**src/rtl/rot_pkg.sv**
```systemverilog
`default_nettype none

package rot_pkg;

   localparam int XLEN = 64;

   typedef logic [XLEN-1:0]         dword_t;
   typedef logic [$clog2(XLEN)-1:0] shamt_t;
   typedef logic [31:0]             instr_t;

   // Names the data that shows through where the mask is zero
   typedef enum logic [1:0] {
      FILL_ZERO = 2'd0,
      FILL_SIGN = 2'd1,
      FILL_RS1  = 2'd2
   } fill_sel_t;

   // Primary opcodes
   localparam logic [5:0] OP_RLWIMI = 6'd20;
   localparam logic [5:0] OP_RLWINM = 6'd21;
   localparam logic [5:0] OP_RLWNM  = 6'd23;
   localparam logic [5:0] OP_X31    = 6'd31;

   // Extended opcodes under primary 31
   localparam logic [9:0] XO_SLW   = 10'd24;
   localparam logic [9:0] XO_SRW   = 10'd536;
   localparam logic [9:0] XO_SRAW  = 10'd792;
   localparam logic [9:0] XO_SRAWI = 10'd824;
   localparam logic [9:0] XO_SLD   = 10'd27;
   localparam logic [9:0] XO_SRD   = 10'd539;
   localparam logic [9:0] XO_SRAD  = 10'd794;

endpackage

`default_nettype wire

```
**src/rtl/rot_dec.sv**
```systemverilog
`timescale 1ns/1ns
`default_nettype none

module rot_dec
   import rot_pkg::*;
(
   input  logic      nclk,
   input  logic      rst_n,
   input  logic      ex1_act,
   input  instr_t    ex1_instr,
   output logic      ex2_act,
   output logic      ex2_use_rb_amt,
   output logic      ex2_use_rb_mask,
   output logic      ex2_sh_right,
   output logic      ex2_sh_word,
   output logic      ex2_chk_shov_wd,
   output logic      ex2_chk_shov_dw,
   output logic      ex2_zm_ins,
   output logic      ex2_sra,
   output shamt_t    ex2_sh_imm,
   output shamt_t    ex2_mb_imm,
   output shamt_t    ex2_me_imm,
   output fill_sel_t ex2_fill_sel
);

   logic [5:0] ex1_opcd;
   logic [9:0] ex1_xo;
   logic [4:0] ex1_sh5;
   logic [4:0] ex1_mb5;
   logic [4:0] ex1_me5;

   logic      ex1_use_rb_amt;
   logic      ex1_use_rb_mask;
   logic      ex1_sh_right;
   logic      ex1_sh_word;
   logic      ex1_chk_shov_wd;
   logic      ex1_chk_shov_dw;
   logic      ex1_zm_ins;
   logic      ex1_sra;
   shamt_t    ex1_sh_imm;
   shamt_t    ex1_mb_imm;
   shamt_t    ex1_me_imm;
   fill_sel_t ex1_fill_sel;

   // Power bit i sits at index 31-i of the instruction word
   assign ex1_opcd = ex1_instr[31:26];
   assign ex1_sh5  = ex1_instr[15:11];
   assign ex1_mb5  = ex1_instr[10:6];
   assign ex1_me5  = ex1_instr[5:1];
   assign ex1_xo   = ex1_instr[10:1];

   always_comb begin
      ex1_use_rb_amt  = 1'b0;
      ex1_use_rb_mask = 1'b0;
      ex1_sh_right    = 1'b0;
      ex1_sh_word     = 1'b0;
      ex1_chk_shov_wd = 1'b0;
      ex1_chk_shov_dw = 1'b0;
      ex1_zm_ins      = 1'b0;
      ex1_sra         = 1'b0;
      ex1_sh_imm      = {1'b0, ex1_sh5};
      // Word forms place MB and ME in the low word
      ex1_mb_imm      = {1'b1, ex1_mb5};
      ex1_me_imm      = {1'b1, ex1_me5};
      ex1_fill_sel    = FILL_ZERO;

      case (ex1_opcd)
         OP_RLWIMI: begin
            ex1_sh_word  = 1'b1;
            ex1_fill_sel = FILL_RS1;
         end
         OP_RLWINM: begin
            ex1_sh_word = 1'b1;
         end
         OP_RLWNM: begin
            ex1_sh_word    = 1'b1;
            ex1_use_rb_amt = 1'b1;
         end
         OP_X31: begin
            ex1_sh_word     = (ex1_xo == XO_SLW) || (ex1_xo == XO_SRW) ||
                              (ex1_xo == XO_SRAW) || (ex1_xo == XO_SRAWI);
            ex1_sh_right    = (ex1_xo != XO_SLW) && (ex1_xo != XO_SLD);
            ex1_use_rb_amt  = (ex1_xo != XO_SRAWI);
            ex1_use_rb_mask = (ex1_xo != XO_SRAWI);
            ex1_chk_shov_wd = ex1_sh_word && (ex1_xo != XO_SRAWI);
            ex1_chk_shov_dw = !ex1_sh_word;
            ex1_sra         = (ex1_xo == XO_SRAW) || (ex1_xo == XO_SRAWI) ||
                              (ex1_xo == XO_SRAD);
            // Shift masks keep one end fixed and take the other end from the amount
            ex1_mb_imm      = {ex1_sh_word, 5'd0};
            ex1_me_imm      = 6'd63;
            if (ex1_xo == XO_SRAWI) begin
               ex1_mb_imm = {1'b1, ex1_sh5};
            end
            if (ex1_sra) begin
               ex1_fill_sel = FILL_SIGN;
            end
            case (ex1_xo)
               XO_SLW, XO_SRW, XO_SRAW, XO_SRAWI, XO_SLD, XO_SRD, XO_SRAD: begin
                  ex1_zm_ins = 1'b0;
               end
               default: begin
                  ex1_zm_ins   = 1'b1;
                  ex1_sra      = 1'b0;
                  ex1_fill_sel = FILL_ZERO;
               end
            endcase
         end
         default: begin
            ex1_zm_ins = 1'b1;
         end
      endcase
   end

   always_ff @(posedge nclk or negedge rst_n) begin
      if (!rst_n) begin
         ex2_act <= 1'b0;
      end else begin
         ex2_act <= ex1_act;
      end
   end

   always_ff @(posedge nclk or negedge rst_n) begin
      if (!rst_n) begin
         ex2_use_rb_amt  <= 1'b0;
         ex2_use_rb_mask <= 1'b0;
         ex2_sh_right    <= 1'b0;
         ex2_sh_word     <= 1'b0;
         ex2_chk_shov_wd <= 1'b0;
         ex2_chk_shov_dw <= 1'b0;
         ex2_zm_ins      <= 1'b0;
         ex2_sra         <= 1'b0;
         ex2_sh_imm      <= '0;
         ex2_mb_imm      <= '0;
         ex2_me_imm      <= '0;
         ex2_fill_sel    <= FILL_ZERO;
      end else if (ex1_act) begin
         ex2_use_rb_amt  <= ex1_use_rb_amt;
         ex2_use_rb_mask <= ex1_use_rb_mask;
         ex2_sh_right    <= ex1_sh_right;
         ex2_sh_word     <= ex1_sh_word;
         ex2_chk_shov_wd <= ex1_chk_shov_wd;
         ex2_chk_shov_dw <= ex1_chk_shov_dw;
         ex2_zm_ins      <= ex1_zm_ins;
         ex2_sra         <= ex1_sra;
         ex2_sh_imm      <= ex1_sh_imm;
         ex2_mb_imm      <= ex1_mb_imm;
         ex2_me_imm      <= ex1_me_imm;
         ex2_fill_sel    <= ex1_fill_sel;
      end
   end

endmodule

`default_nettype wire

```
**src/rtl/rot_mask_gen.sv**
```systemverilog
`timescale 1ns/1ns
`default_nettype none

module rot_mask_gen
   import rot_pkg::*;
(
   input  dword_t ex2_rs1,
   input  shamt_t ex2_sh_imm,
   input  shamt_t ex2_mb_imm,
   input  shamt_t ex2_me_imm,
   input  logic   ex2_use_rb_amt,
   input  logic   ex2_use_rb_mask,
   input  logic   ex2_sh_right,
   input  logic   ex2_sh_word,
   input  logic   ex2_chk_shov_wd,
   input  logic   ex2_chk_shov_dw,
   input  logic   ex2_zm_ins,
   output shamt_t ex2_sh_amt,
   output dword_t ex2_mask
);

   shamt_t ex2_rb_amt;
   shamt_t ex2_mb_rb;
   shamt_t ex2_me_rb;
   shamt_t ex2_mb;
   shamt_t ex2_me;
   logic   ex2_zm;
   logic   ex2_mb_gt_me;
   dword_t ex2_from_mb;
   dword_t ex2_to_me;

   // Word forms take only the low five bits of RB as the amount
   assign ex2_rb_amt = ex2_rs1[5:0] & {~ex2_sh_word, 5'h1f};
   assign ex2_sh_amt = ex2_use_rb_amt ? ex2_rb_amt : ex2_sh_imm;

   // Right shifts start the mask at the amount, left shifts end it at 63 minus the amount
   assign ex2_mb_rb = ex2_rb_amt | {ex2_sh_word, 5'd0};
   assign ex2_me_rb = ~ex2_rb_amt;

   assign ex2_mb = (ex2_use_rb_mask && ex2_sh_right) ? ex2_mb_rb : ex2_mb_imm;
   assign ex2_me = (ex2_use_rb_mask && !ex2_sh_right) ? ex2_me_rb : ex2_me_imm;

   // RB bit 58 overflows a word shift and bit 57 a doubleword shift
   assign ex2_zm = ex2_zm_ins ||
                   (ex2_chk_shov_wd && ex2_rs1[5]) ||
                   (ex2_chk_shov_dw && ex2_rs1[6]);

   // Power bits at or after mb, and at or before me
   assign ex2_from_mb  = {XLEN{1'b1}} >> ex2_mb;
   assign ex2_to_me    = {XLEN{1'b1}} << ex2_me_rb_dist(ex2_me);
   assign ex2_mb_gt_me = (ex2_mb > ex2_me);

   always_comb begin
      if (ex2_zm) begin
         ex2_mask = '0;
      end else if (ex2_mb_gt_me) begin
         ex2_mask = ex2_from_mb | ex2_to_me;
      end else begin
         ex2_mask = ex2_from_mb & ex2_to_me;
      end
   end

   // Distance of the mask end from the least significant bit
   function automatic shamt_t ex2_me_rb_dist(input shamt_t me);
      return ~me;
   endfunction

endmodule

`default_nettype wire

```
**src/rtl/rot_rol64.sv**
```systemverilog
`timescale 1ns/1ns
`default_nettype none

module rot_rol64
   import rot_pkg::*;
(
   input  dword_t ex2_rs0,
   input  shamt_t ex2_sh_amt,
   input  logic   ex2_sh_word,
   input  logic   ex2_sh_right,
   output dword_t ex2_rotate
);

   dword_t            ex2_data;
   shamt_t            ex2_rol_amt;
   logic [2*XLEN-1:0] ex2_dbl;

   // Word forms see the low word in both halves, so any rotate stays a word rotate
   assign ex2_data = ex2_sh_word ? {ex2_rs0[31:0], ex2_rs0[31:0]} : ex2_rs0;

   // A right rotate by n is a left rotate by 64 minus n
   assign ex2_rol_amt = ex2_sh_right ? shamt_t'(6'd0 - ex2_sh_amt) : ex2_sh_amt;

   assign ex2_dbl    = {ex2_data, ex2_data} << ex2_rol_amt;
   assign ex2_rotate = ex2_dbl[2*XLEN-1:XLEN];

endmodule

`default_nettype wire

```
**src/rtl/rot_merge.sv**
```systemverilog
`timescale 1ns/1ns
`default_nettype none

module rot_merge
   import rot_pkg::*;
(
   input  logic      nclk,
   input  logic      rst_n,
   input  logic      ex2_act,
   input  logic      ex2_sh_word,
   input  logic      ex2_sra,
   input  dword_t    ex2_rotate,
   input  dword_t    ex2_mask,
   input  dword_t    ex2_rs0,
   input  dword_t    ex2_rs1,
   input  fill_sel_t ex2_fill_sel,
   output logic      ex3_valid,
   output logic      ex3_xer_ca,
   output dword_t    ex3_rt
);

   logic   ex2_sign;
   dword_t ex2_fill;
   dword_t ex2_result;
   dword_t ex2_dropped;

   logic   ex3_sra_se;
   logic   ex3_sh_word;
   dword_t ex3_dropped;
   logic   ex3_or_lo;
   logic   ex3_or_hi;

   assign ex2_sign = ex2_sh_word ? ex2_rs0[31] : ex2_rs0[63];

   always_comb begin
      case (ex2_fill_sel)
         FILL_SIGN: ex2_fill = {XLEN{ex2_sign}};
         FILL_RS1:  ex2_fill = ex2_rs1;
         default:   ex2_fill = '0;
      endcase
   end

   assign ex2_result  = (ex2_rotate & ex2_mask) | (ex2_fill & ~ex2_mask);
   // Bits shifted out by an algebraic shift
   assign ex2_dropped = ex2_rotate & ~ex2_mask;

   always_ff @(posedge nclk or negedge rst_n) begin
      if (!rst_n) begin
         ex3_valid <= 1'b0;
      end else begin
         ex3_valid <= ex2_act;
      end
   end

   always_ff @(posedge nclk or negedge rst_n) begin
      if (!rst_n) begin
         ex3_rt     <= '0;
         ex3_sra_se <= 1'b0;
      end else if (ex2_act) begin
         ex3_rt     <= ex2_result;
         ex3_sra_se <= ex2_sra & ex2_sign;
      end
   end

   always_ff @(posedge nclk) begin
      if (ex2_act) begin
         ex3_dropped <= ex2_dropped;
         ex3_sh_word <= ex2_sh_word;
      end
   end

   assign ex3_or_lo = |ex3_dropped[31:0];
   assign ex3_or_hi = |ex3_dropped[63:32];

   // Word shifts only look at the low word for the carry
   assign ex3_xer_ca = ex3_sra_se & (ex3_or_lo | (ex3_or_hi & ~ex3_sh_word));

endmodule

`default_nettype wire

```
**src/rtl/rot_top.sv**
```systemverilog
`timescale 1ns/1ns
`default_nettype none

module rot_top
   import rot_pkg::*;
(
   input  logic   nclk,
   input  logic   rst_n,
   input  logic   ex1_act,
   input  instr_t ex1_instr,
   input  dword_t ex2_rs0,
   input  dword_t ex2_rs1,
   output logic   ex3_valid,
   output logic   ex3_xer_ca,
   output dword_t ex3_rt
);

   logic      ex2_act;
   logic      ex2_use_rb_amt;
   logic      ex2_use_rb_mask;
   logic      ex2_sh_right;
   logic      ex2_sh_word;
   logic      ex2_chk_shov_wd;
   logic      ex2_chk_shov_dw;
   logic      ex2_zm_ins;
   logic      ex2_sra;
   shamt_t    ex2_sh_imm;
   shamt_t    ex2_mb_imm;
   shamt_t    ex2_me_imm;
   fill_sel_t ex2_fill_sel;

   shamt_t    ex2_sh_amt;
   dword_t    ex2_mask;
   dword_t    ex2_rotate;

   rot_dec dec (
      .nclk            (nclk),
      .rst_n           (rst_n),
      .ex1_act         (ex1_act),
      .ex1_instr       (ex1_instr),
      .ex2_act         (ex2_act),
      .ex2_use_rb_amt  (ex2_use_rb_amt),
      .ex2_use_rb_mask (ex2_use_rb_mask),
      .ex2_sh_right    (ex2_sh_right),
      .ex2_sh_word     (ex2_sh_word),
      .ex2_chk_shov_wd (ex2_chk_shov_wd),
      .ex2_chk_shov_dw (ex2_chk_shov_dw),
      .ex2_zm_ins      (ex2_zm_ins),
      .ex2_sra         (ex2_sra),
      .ex2_sh_imm      (ex2_sh_imm),
      .ex2_mb_imm      (ex2_mb_imm),
      .ex2_me_imm      (ex2_me_imm),
      .ex2_fill_sel    (ex2_fill_sel)
   );

   rot_mask_gen msk (
      .ex2_rs1         (ex2_rs1),
      .ex2_sh_imm      (ex2_sh_imm),
      .ex2_mb_imm      (ex2_mb_imm),
      .ex2_me_imm      (ex2_me_imm),
      .ex2_use_rb_amt  (ex2_use_rb_amt),
      .ex2_use_rb_mask (ex2_use_rb_mask),
      .ex2_sh_right    (ex2_sh_right),
      .ex2_sh_word     (ex2_sh_word),
      .ex2_chk_shov_wd (ex2_chk_shov_wd),
      .ex2_chk_shov_dw (ex2_chk_shov_dw),
      .ex2_zm_ins      (ex2_zm_ins),
      .ex2_sh_amt      (ex2_sh_amt),
      .ex2_mask        (ex2_mask)
   );

   rot_rol64 rol64 (
      .ex2_rs0      (ex2_rs0),
      .ex2_sh_amt   (ex2_sh_amt),
      .ex2_sh_word  (ex2_sh_word),
      .ex2_sh_right (ex2_sh_right),
      .ex2_rotate   (ex2_rotate)
   );

   rot_merge mrg (
      .nclk         (nclk),
      .rst_n        (rst_n),
      .ex2_act      (ex2_act),
      .ex2_sh_word  (ex2_sh_word),
      .ex2_sra      (ex2_sra),
      .ex2_rotate   (ex2_rotate),
      .ex2_mask     (ex2_mask),
      .ex2_rs0      (ex2_rs0),
      .ex2_rs1      (ex2_rs1),
      .ex2_fill_sel (ex2_fill_sel),
      .ex3_valid    (ex3_valid),
      .ex3_xer_ca   (ex3_xer_ca),
      .ex3_rt       (ex3_rt)
   );

endmodule

`default_nettype wire

```
**config.mk**
```make
export PLATFORM = sky130hd
export DESIGN_NAME = rot_top
export DESIGN_NICKNAME = d
export VERILOG_FILES = /design/src/rtl/rot_pkg.sv /design/src/rtl/rot_dec.sv /design/src/rtl/rot_mask_gen.sv /design/src/rtl/rot_rol64.sv /design/src/rtl/rot_merge.sv /design/src/rtl/rot_top.sv
export SDC_FILE = /design/constraint.sdc
export NUM_CORES = 1
export LEC_CHECK = 0
export CORE_ASPECT_RATIO = 1.1
export CORE_MARGIN = 1.5
export CORE_UTILIZATION = 55
export CTS_BUF_LIST = sky130_fd_sc_hd__clkbuf_16
export DETAILED_ROUTE_END_ITERATION = 10
export DONT_BUFFER_PORTS = 1
export GPL_ROUTABILITY_DRIVEN = 1
export PLACE_DENSITY = 0.75
export SYNTH_ARGS = -nofsm -noshare
export SYNTH_HDL_FRONTEND = slang
export SYNTH_SLANG_ARGS = --single-unit
```
**constraint.sdc**
```tcl
create_clock -name nclk -period 8.4 [get_ports nclk]
set_input_delay 0.84 -clock nclk [delete_from_list [all_inputs] [get_ports nclk]]
set_output_delay 0.84 -clock nclk [all_outputs]
set_load 0.01 [all_outputs]
```
Yosys cells after proc, flatten, opt, wreduce, memory -nomap -nowiden
Index checks and enable logic that the tools add are counted.
- input port bits: 163
- register bits: 159
- word-level logic and storage cells: 100
- add/sub/neg operators: 1
- reduce and logical (&&, ||, !) cells: 19
- $lt $le $gt $ge: 1
- bitwise operators: 17
- shift operators: 3
- equality and inequality tests: 16
- muxes and demuxes: 25
- operator list (operator ; count):
    $and 64x64->64 ; 4
    $mux 64 ; 3
    $or 64x64->64 ; 2
    $pmux 64 s2 ; 1
    $shl 128x6->128 ; 1
    $not 64->64 ; 1
    $reduce_or 32->1 ; 2
    $shl 64x6->64 const A ; 1
    $shr 64x6->64 const A ; 1
    $eq 10x10->1 const B ; 5
    $mux 6 ; 6
    $eq 6x5->1 const B ; 4
    $eq 10x5->1 const B ; 2
    $ne 10x5->1 const B ; 2
    $not 6->6 ; 2
    $mux 1 ; 10
    $ne 10x10->1 const B ; 1
    $logic_or 1x1->1 ; 7
    $reduce_or 7->1 ; 1
    $and 6x6->6 ; 1
    $gt 6x6->1 ; 1
    $logic_and 1x1->1 ; 6
    $or 6x6->6 ; 1
    $pmux 1 s2 ; 3
    10 further kinds ; 14

Depth between registers and ports, before layout
- word-level depth: 12
- mapped depth: 21
- mapped depth without buffers: 12

By module
From an unflattened synthesis, not the netlist that was laid out.
- cell total of the unflattened synthesis: 1844
- area, all modules: 15328.5 um2
- by module, submodules not included (module ; sequential area each (um2) ; times used ; area each (um2) ; cells an instance):
    rot_merge ; 3603.5 ; 1 ; 6074.6 ; 582
    rot_rol64 ; 0.0 ; 1 ; 5073.6 ; 615
    rot_mask_gen ; 0.0 ; 1 ; 2861.5 ; 520
    rot_dec ; 700.7 ; 1 ; 1318.8 ; 127

Least setup slack after synthesis
Ideal clock, no wire load.
- path type: input to register
- start point: in ex2_rs1[0]
- end point: reg mrg.ex3_dropped[10], data pin
- arrival: 4589 ps
- slack: 3557 ps
- data required time: 8145 ps
- cell stages on the path: 19
- buffers on the path: 7
- cells stage by stage: clkbuf_1 > mux2_2 > inv_1 > buf_4 > buf_2 > buf_1 > ha_1 > buf_2 > nand2b_1 > buf_2 > o21ai_1 > buf_2 > a21boi_0 > mux2_2 > a222oi_1 > o22ai_1 > a211o_1 > mux2_2 > and2_1
- longest elaborated chain between the ends: 10
- elaborated cells on any way between the ends: 19
- classes of those cells: add/sub: 1; order compare: 1; shift: 3; mux: 6; bitwise: 8
- ends and longest elaborated chain (element ; line ; text):
    start, declared ; rot_top.sv:12 ; input dword_t ex2_rs1,
    $and 6x6->6 (*) ; rot_mask_gen.sv:33 ; assign ex2_rb_amt = ex2_rs1[5:0] & {~ex2_sh_word, 5'h1f};
    branches (longest 8 deep; another with $sub 1x6->6) ; - ;
    $and 64x64->64 (*) ; rot_merge.sv:45 ; assign ex2_dropped = ex2_rotate & ~ex2_mask;
    via mrg.ex2_dropped[10] ; rot_merge.sv:25 ; dword_t ex2_dropped;
    end signal, assigned ; rot_merge.sv:67 ; ex3_dropped <= ex2_dropped;
    end, declared ; rot_merge.sv:29 ; dword_t ex3_dropped;
Mark *: on every way through the listed nets, which the timed path passes.
A chain may end at the register's enable or synchronous reset.

Worst setup path in the final report
- start point: reg dec.ex2_use_rb_amt
- end point: reg mrg.ex3_dropped[41], data pin
- longest elaborated chain between the ends: 5
- ends and longest elaborated chain (element ; line ; text):
    start, declared ; rot_dec.sv:12 ; output logic ex2_use_rb_amt,
    start signal, assigned ; rot_dec.sv:138 ; ex2_use_rb_amt <= ex1_use_rb_amt;
    $mux 6 (*) ; rot_mask_gen.sv:34 ; assign ex2_sh_amt = ex2_use_rb_amt ? ex2_rb_amt : ex2_sh_imm;
    $sub 1x6->6 ; rot_rol64.sv:22 ; assign ex2_rol_amt = ex2_sh_right ? shamt_t'(6'd0 - ex2_sh_amt) : ex2_sh_amt;
    $mux 6 (*) ; rot_rol64.sv:22 ;
    $shl 128x6->128 (*) ; rot_rol64.sv:24 ; assign ex2_dbl = {ex2_data, ex2_data} << ex2_rol_amt;
    $and 64x64->64 (*) ; rot_merge.sv:45 ;
    via mrg.ex2_dropped[41] ; rot_merge.sv:25 ;
Mark *: on every way through the listed nets, which the timed path passes. The rest lies on a longest branch.

==> impl_metrics.ini <==
[synth]
synthFlopType = dfrtp_1
synth_warnings = 0
yosys.area.top_type_share = 0.146
synthMostInstantiatedCell = nor2_1
synth_edf_count = 65
async_reset_ff_frac = 0.589
syn_nets = 2114
ys_seq_elements = 158
mappedNetlistArea_um2 = 15900
avgSynthCellArea_um2 = 8.19
yosys.cell_types.count = 92
ys_top_cells_by_count = nor2_1, mux2i_1, a21oi_1
yosys.area.top_type = dfrtp_1
syn_inst = 1947
ys_seq_area_frac = 0.268
synth_area_leaders = dfrtp_1, edfxtp_1, mux2i_1

[cells_and_area]
fillers = 2697
drive_gt1_frac = 0.114
multi_input_area_um2 = 10700
area_growth_pct = 3.30
final-seq-area_um2 = 4280
final_nets = 1991

[global_routing]
grt_pass1_wl_um = 93800
grt_overflow = 0
grt_pass1_vias = 14400
grt_max_degree = 94
grt_antenna_before_repair = 2
grt_use_total = 0.422

[sta]
timing.fmax_mhz = 161
skew_ns = 0.0178
finalCritPeriodShare = 0.738
min_period_ns = 6.20
setup_viol = 0
worst_pin_slew_ns = 1.19
rsz0062_at_grt = false
fin_ws_ns = 2.20
final_max_slew_viol_count = 0
tns_ns = 0
finalHoldViolCount = 0
slew_headroom = 0.202

[critical_path]
rrSetupSlack_ns = 2.20
max_stage_delay_ns = 0.96
slowest_stage = a21oi_4
path_class = reg2reg
worstPathCellList = mux2_4 > inv_2 > ha_1 > nor2b_1 > a21oi_4 > mux2i_1 > a221oi_1 > or3_1 > o21ai_0 > mux2_2 > mux2i_1 > nor2_1
r2r-end = mrg.ex3_dropped[41]$_DFFE_PP_
cp.required_ns = 8.57
cp_common_cell = mux2i_1
critical_path_arrival_ns = 6.38
endpoint_kind = flop
reg2reg_from = dec.ex2_use_rb_amt$_DFFE_PN0P_
crit_path_max_fanout = 34
r2r_cells = 12
start_kind = flop

[clock_tree]
numClockSinks = 158
ctsHtreeMaxLevel = 4
clock-root-buffer = clkbuf_16
numCtsBuffers = 17
cts_setup_buffers = 0
cts_resized = 0
clk_path_buf_depth = 2
cts_tree = built
cts_hold_buf = 0
cts.clk_slew.worst_paths_ns = 0.08
clk_latency_ns = 0.44

[drt]
wire_per_inst_um = 29.2
drc = 0
routed-via-count = 16100
vias_per_cell = 7.31
drt-total-wl_um = 64500
first_pass_iters = 9
drt_iter0_drc = 2259
final_antenna_net_count = 0

[floorplanning]
fp.dieArea_um2 = 30000
io_pins = 229
fp-row-count = 65
die_h_um = 182
start_util = 0.557
core_area_um2 = 28600
die_x_um = 165

[outcome]
status = finished clean

[placement]
place_hpwl_um = 49100
gp_congestion = 1.04
dp_worst_setup_slack_ns = 2.33
port_buffers = 0

[pwr]
power.density_nw_per_um2 = 218
ir_worst_vdd_mv = 0.179
p_leak_nw = 6.20

[run]
drv_cap = 0

[min_path]
hold_class = in2async
sequential cells by signal, summed over array words and instances, names as in the netlist:
register             cells
dec.ex2_act              1
dec.ex2_chk_shov_dw      1
dec.ex2_chk_shov_wd      1
dec.ex2_fill_sel         2
dec.ex2_mb_imm           6
dec.ex2_me_imm           6
dec.ex2_sh_imm           5
dec.ex2_sh_right         1
dec.ex2_sh_word          1
dec.ex2_use_rb_amt       1
dec.ex2_use_rb_mask      1
dec.ex2_zm_ins           1
mrg.ex3_dropped         64
mrg.ex3_rt              64
mrg.ex3_sh_word          1
mrg.ex3_sra_se           1
mrg.ex3_valid            1
layout make-up:
| cell class | count | area share |
|---|---|---|
| antenna | 1 | 0.000152 |
| inverter | 56 | 0.0128 |
| timing repair buffer | 31 | 0.0141 |
| sequential | 158 | 0.260 |
| multi-input combinational | 1560 | 0.651 |
| clock buffer | 17 | 0.0258 |
| tap | 368 | 0.0280 |
| clock inverter | 15 | 0.00828 |
cells by family after synthesis:
logic type	synth area share
compound gates	0.277
simple gates	0.165
mux	0.189
buf+inv	0.0644
flops	0.268
fa+ha+maj	0.0295
xor+xnor	0.00644
through the flow:
step	util	hold WS (ns)	area [µm²]	total power, mW	instances
after floorplan	-	0.420	15900	2.20	1947
after global placement	0.555	0.445	15900	2.71	2173
after detailed placement	0.555	0.455	15900	2.73	2173
after CTS	0.575	0.0827	16500	3.49	2205
after global routing	0.575	0.0756	16500	3.69	2206
final	0.575	0.0833	16500	3.58	2206
routing by layer:
layer | vias to the layer above | global-route usage | wire, µm
li1 | 7132 | - | -
met1 | 7740 | 0.586 | 26500
met2 | 1120 | 0.615 | 27300
met3 | 142 | 0.103 | 7450
met4 | 0 | 0.193 | 3310
met5 | - | 0 | 0
power breakdown:
part / total (mW) / switching, mW / internal (mW) / leakage, nW
Combinational: 1.72 / 1.14 / 0.584 / 4.07
Clock: 0.776 / 0.364 / 0.412 / 0.267
Sequential: 1.08 / 0.111 / 0.971 / 1.86
critical path, delay by kind of cell (launching register included):
kind | cells | cell delay, ns
flops | 1 | 0.71
fa+ha+maj | 1 | 0.73
simple gates | 3 | 0.60
mux | 4 | 1.61
buf+inv | 1 | 0.29
compound gates | 3 | 1.97
placed cells by master, fill, tap and decap left out, drive strengths merged, types with 28 or more instances in the layout:
master and n:
nor2 209, o21ai 134, buf 31, o22ai 34
nand2 163, nand3 37, mux2i 175, edfxtp 65
mux2 80, a21oi 166, inv 61, o211ai 37
a22oi 42, maj3 42, nor3 28, dfrtp 93
worst max-delay path by stage:
stage | startpoint | end | slack, ns | cells past startpoint
finish | dec.ex2_use_rb_amt$_DFFE_PN0P_ | mrg.ex3_dropped[41]$_DFFE_PP_ | 2.20 | 12
global route | dec.ex2_use_rb_amt$_DFFE_PN0P_ | mrg.ex3_dropped[41]$_DFFE_PP_ | 1.93 | 12
CTS | dec.ex2_use_rb_amt$_DFFE_PN0P_ | mrg.ex3_dropped[41]$_DFFE_PP_ | 2.35 | 12
detailed placement | ex2_rs1[1] | mrg.ex3_dropped[41]$_DFFE_PP_ | 2.33 | 12
global placement | ex2_rs1[1] | mrg.ex3_dropped[41]$_DFFE_PP_ | 2.43 | 12
floorplan | ex2_rs1[0] | mrg.ex3_dropped[10]$_DFFE_PP_ | 3.56 | 19
(Power assumes the default switching activity.)
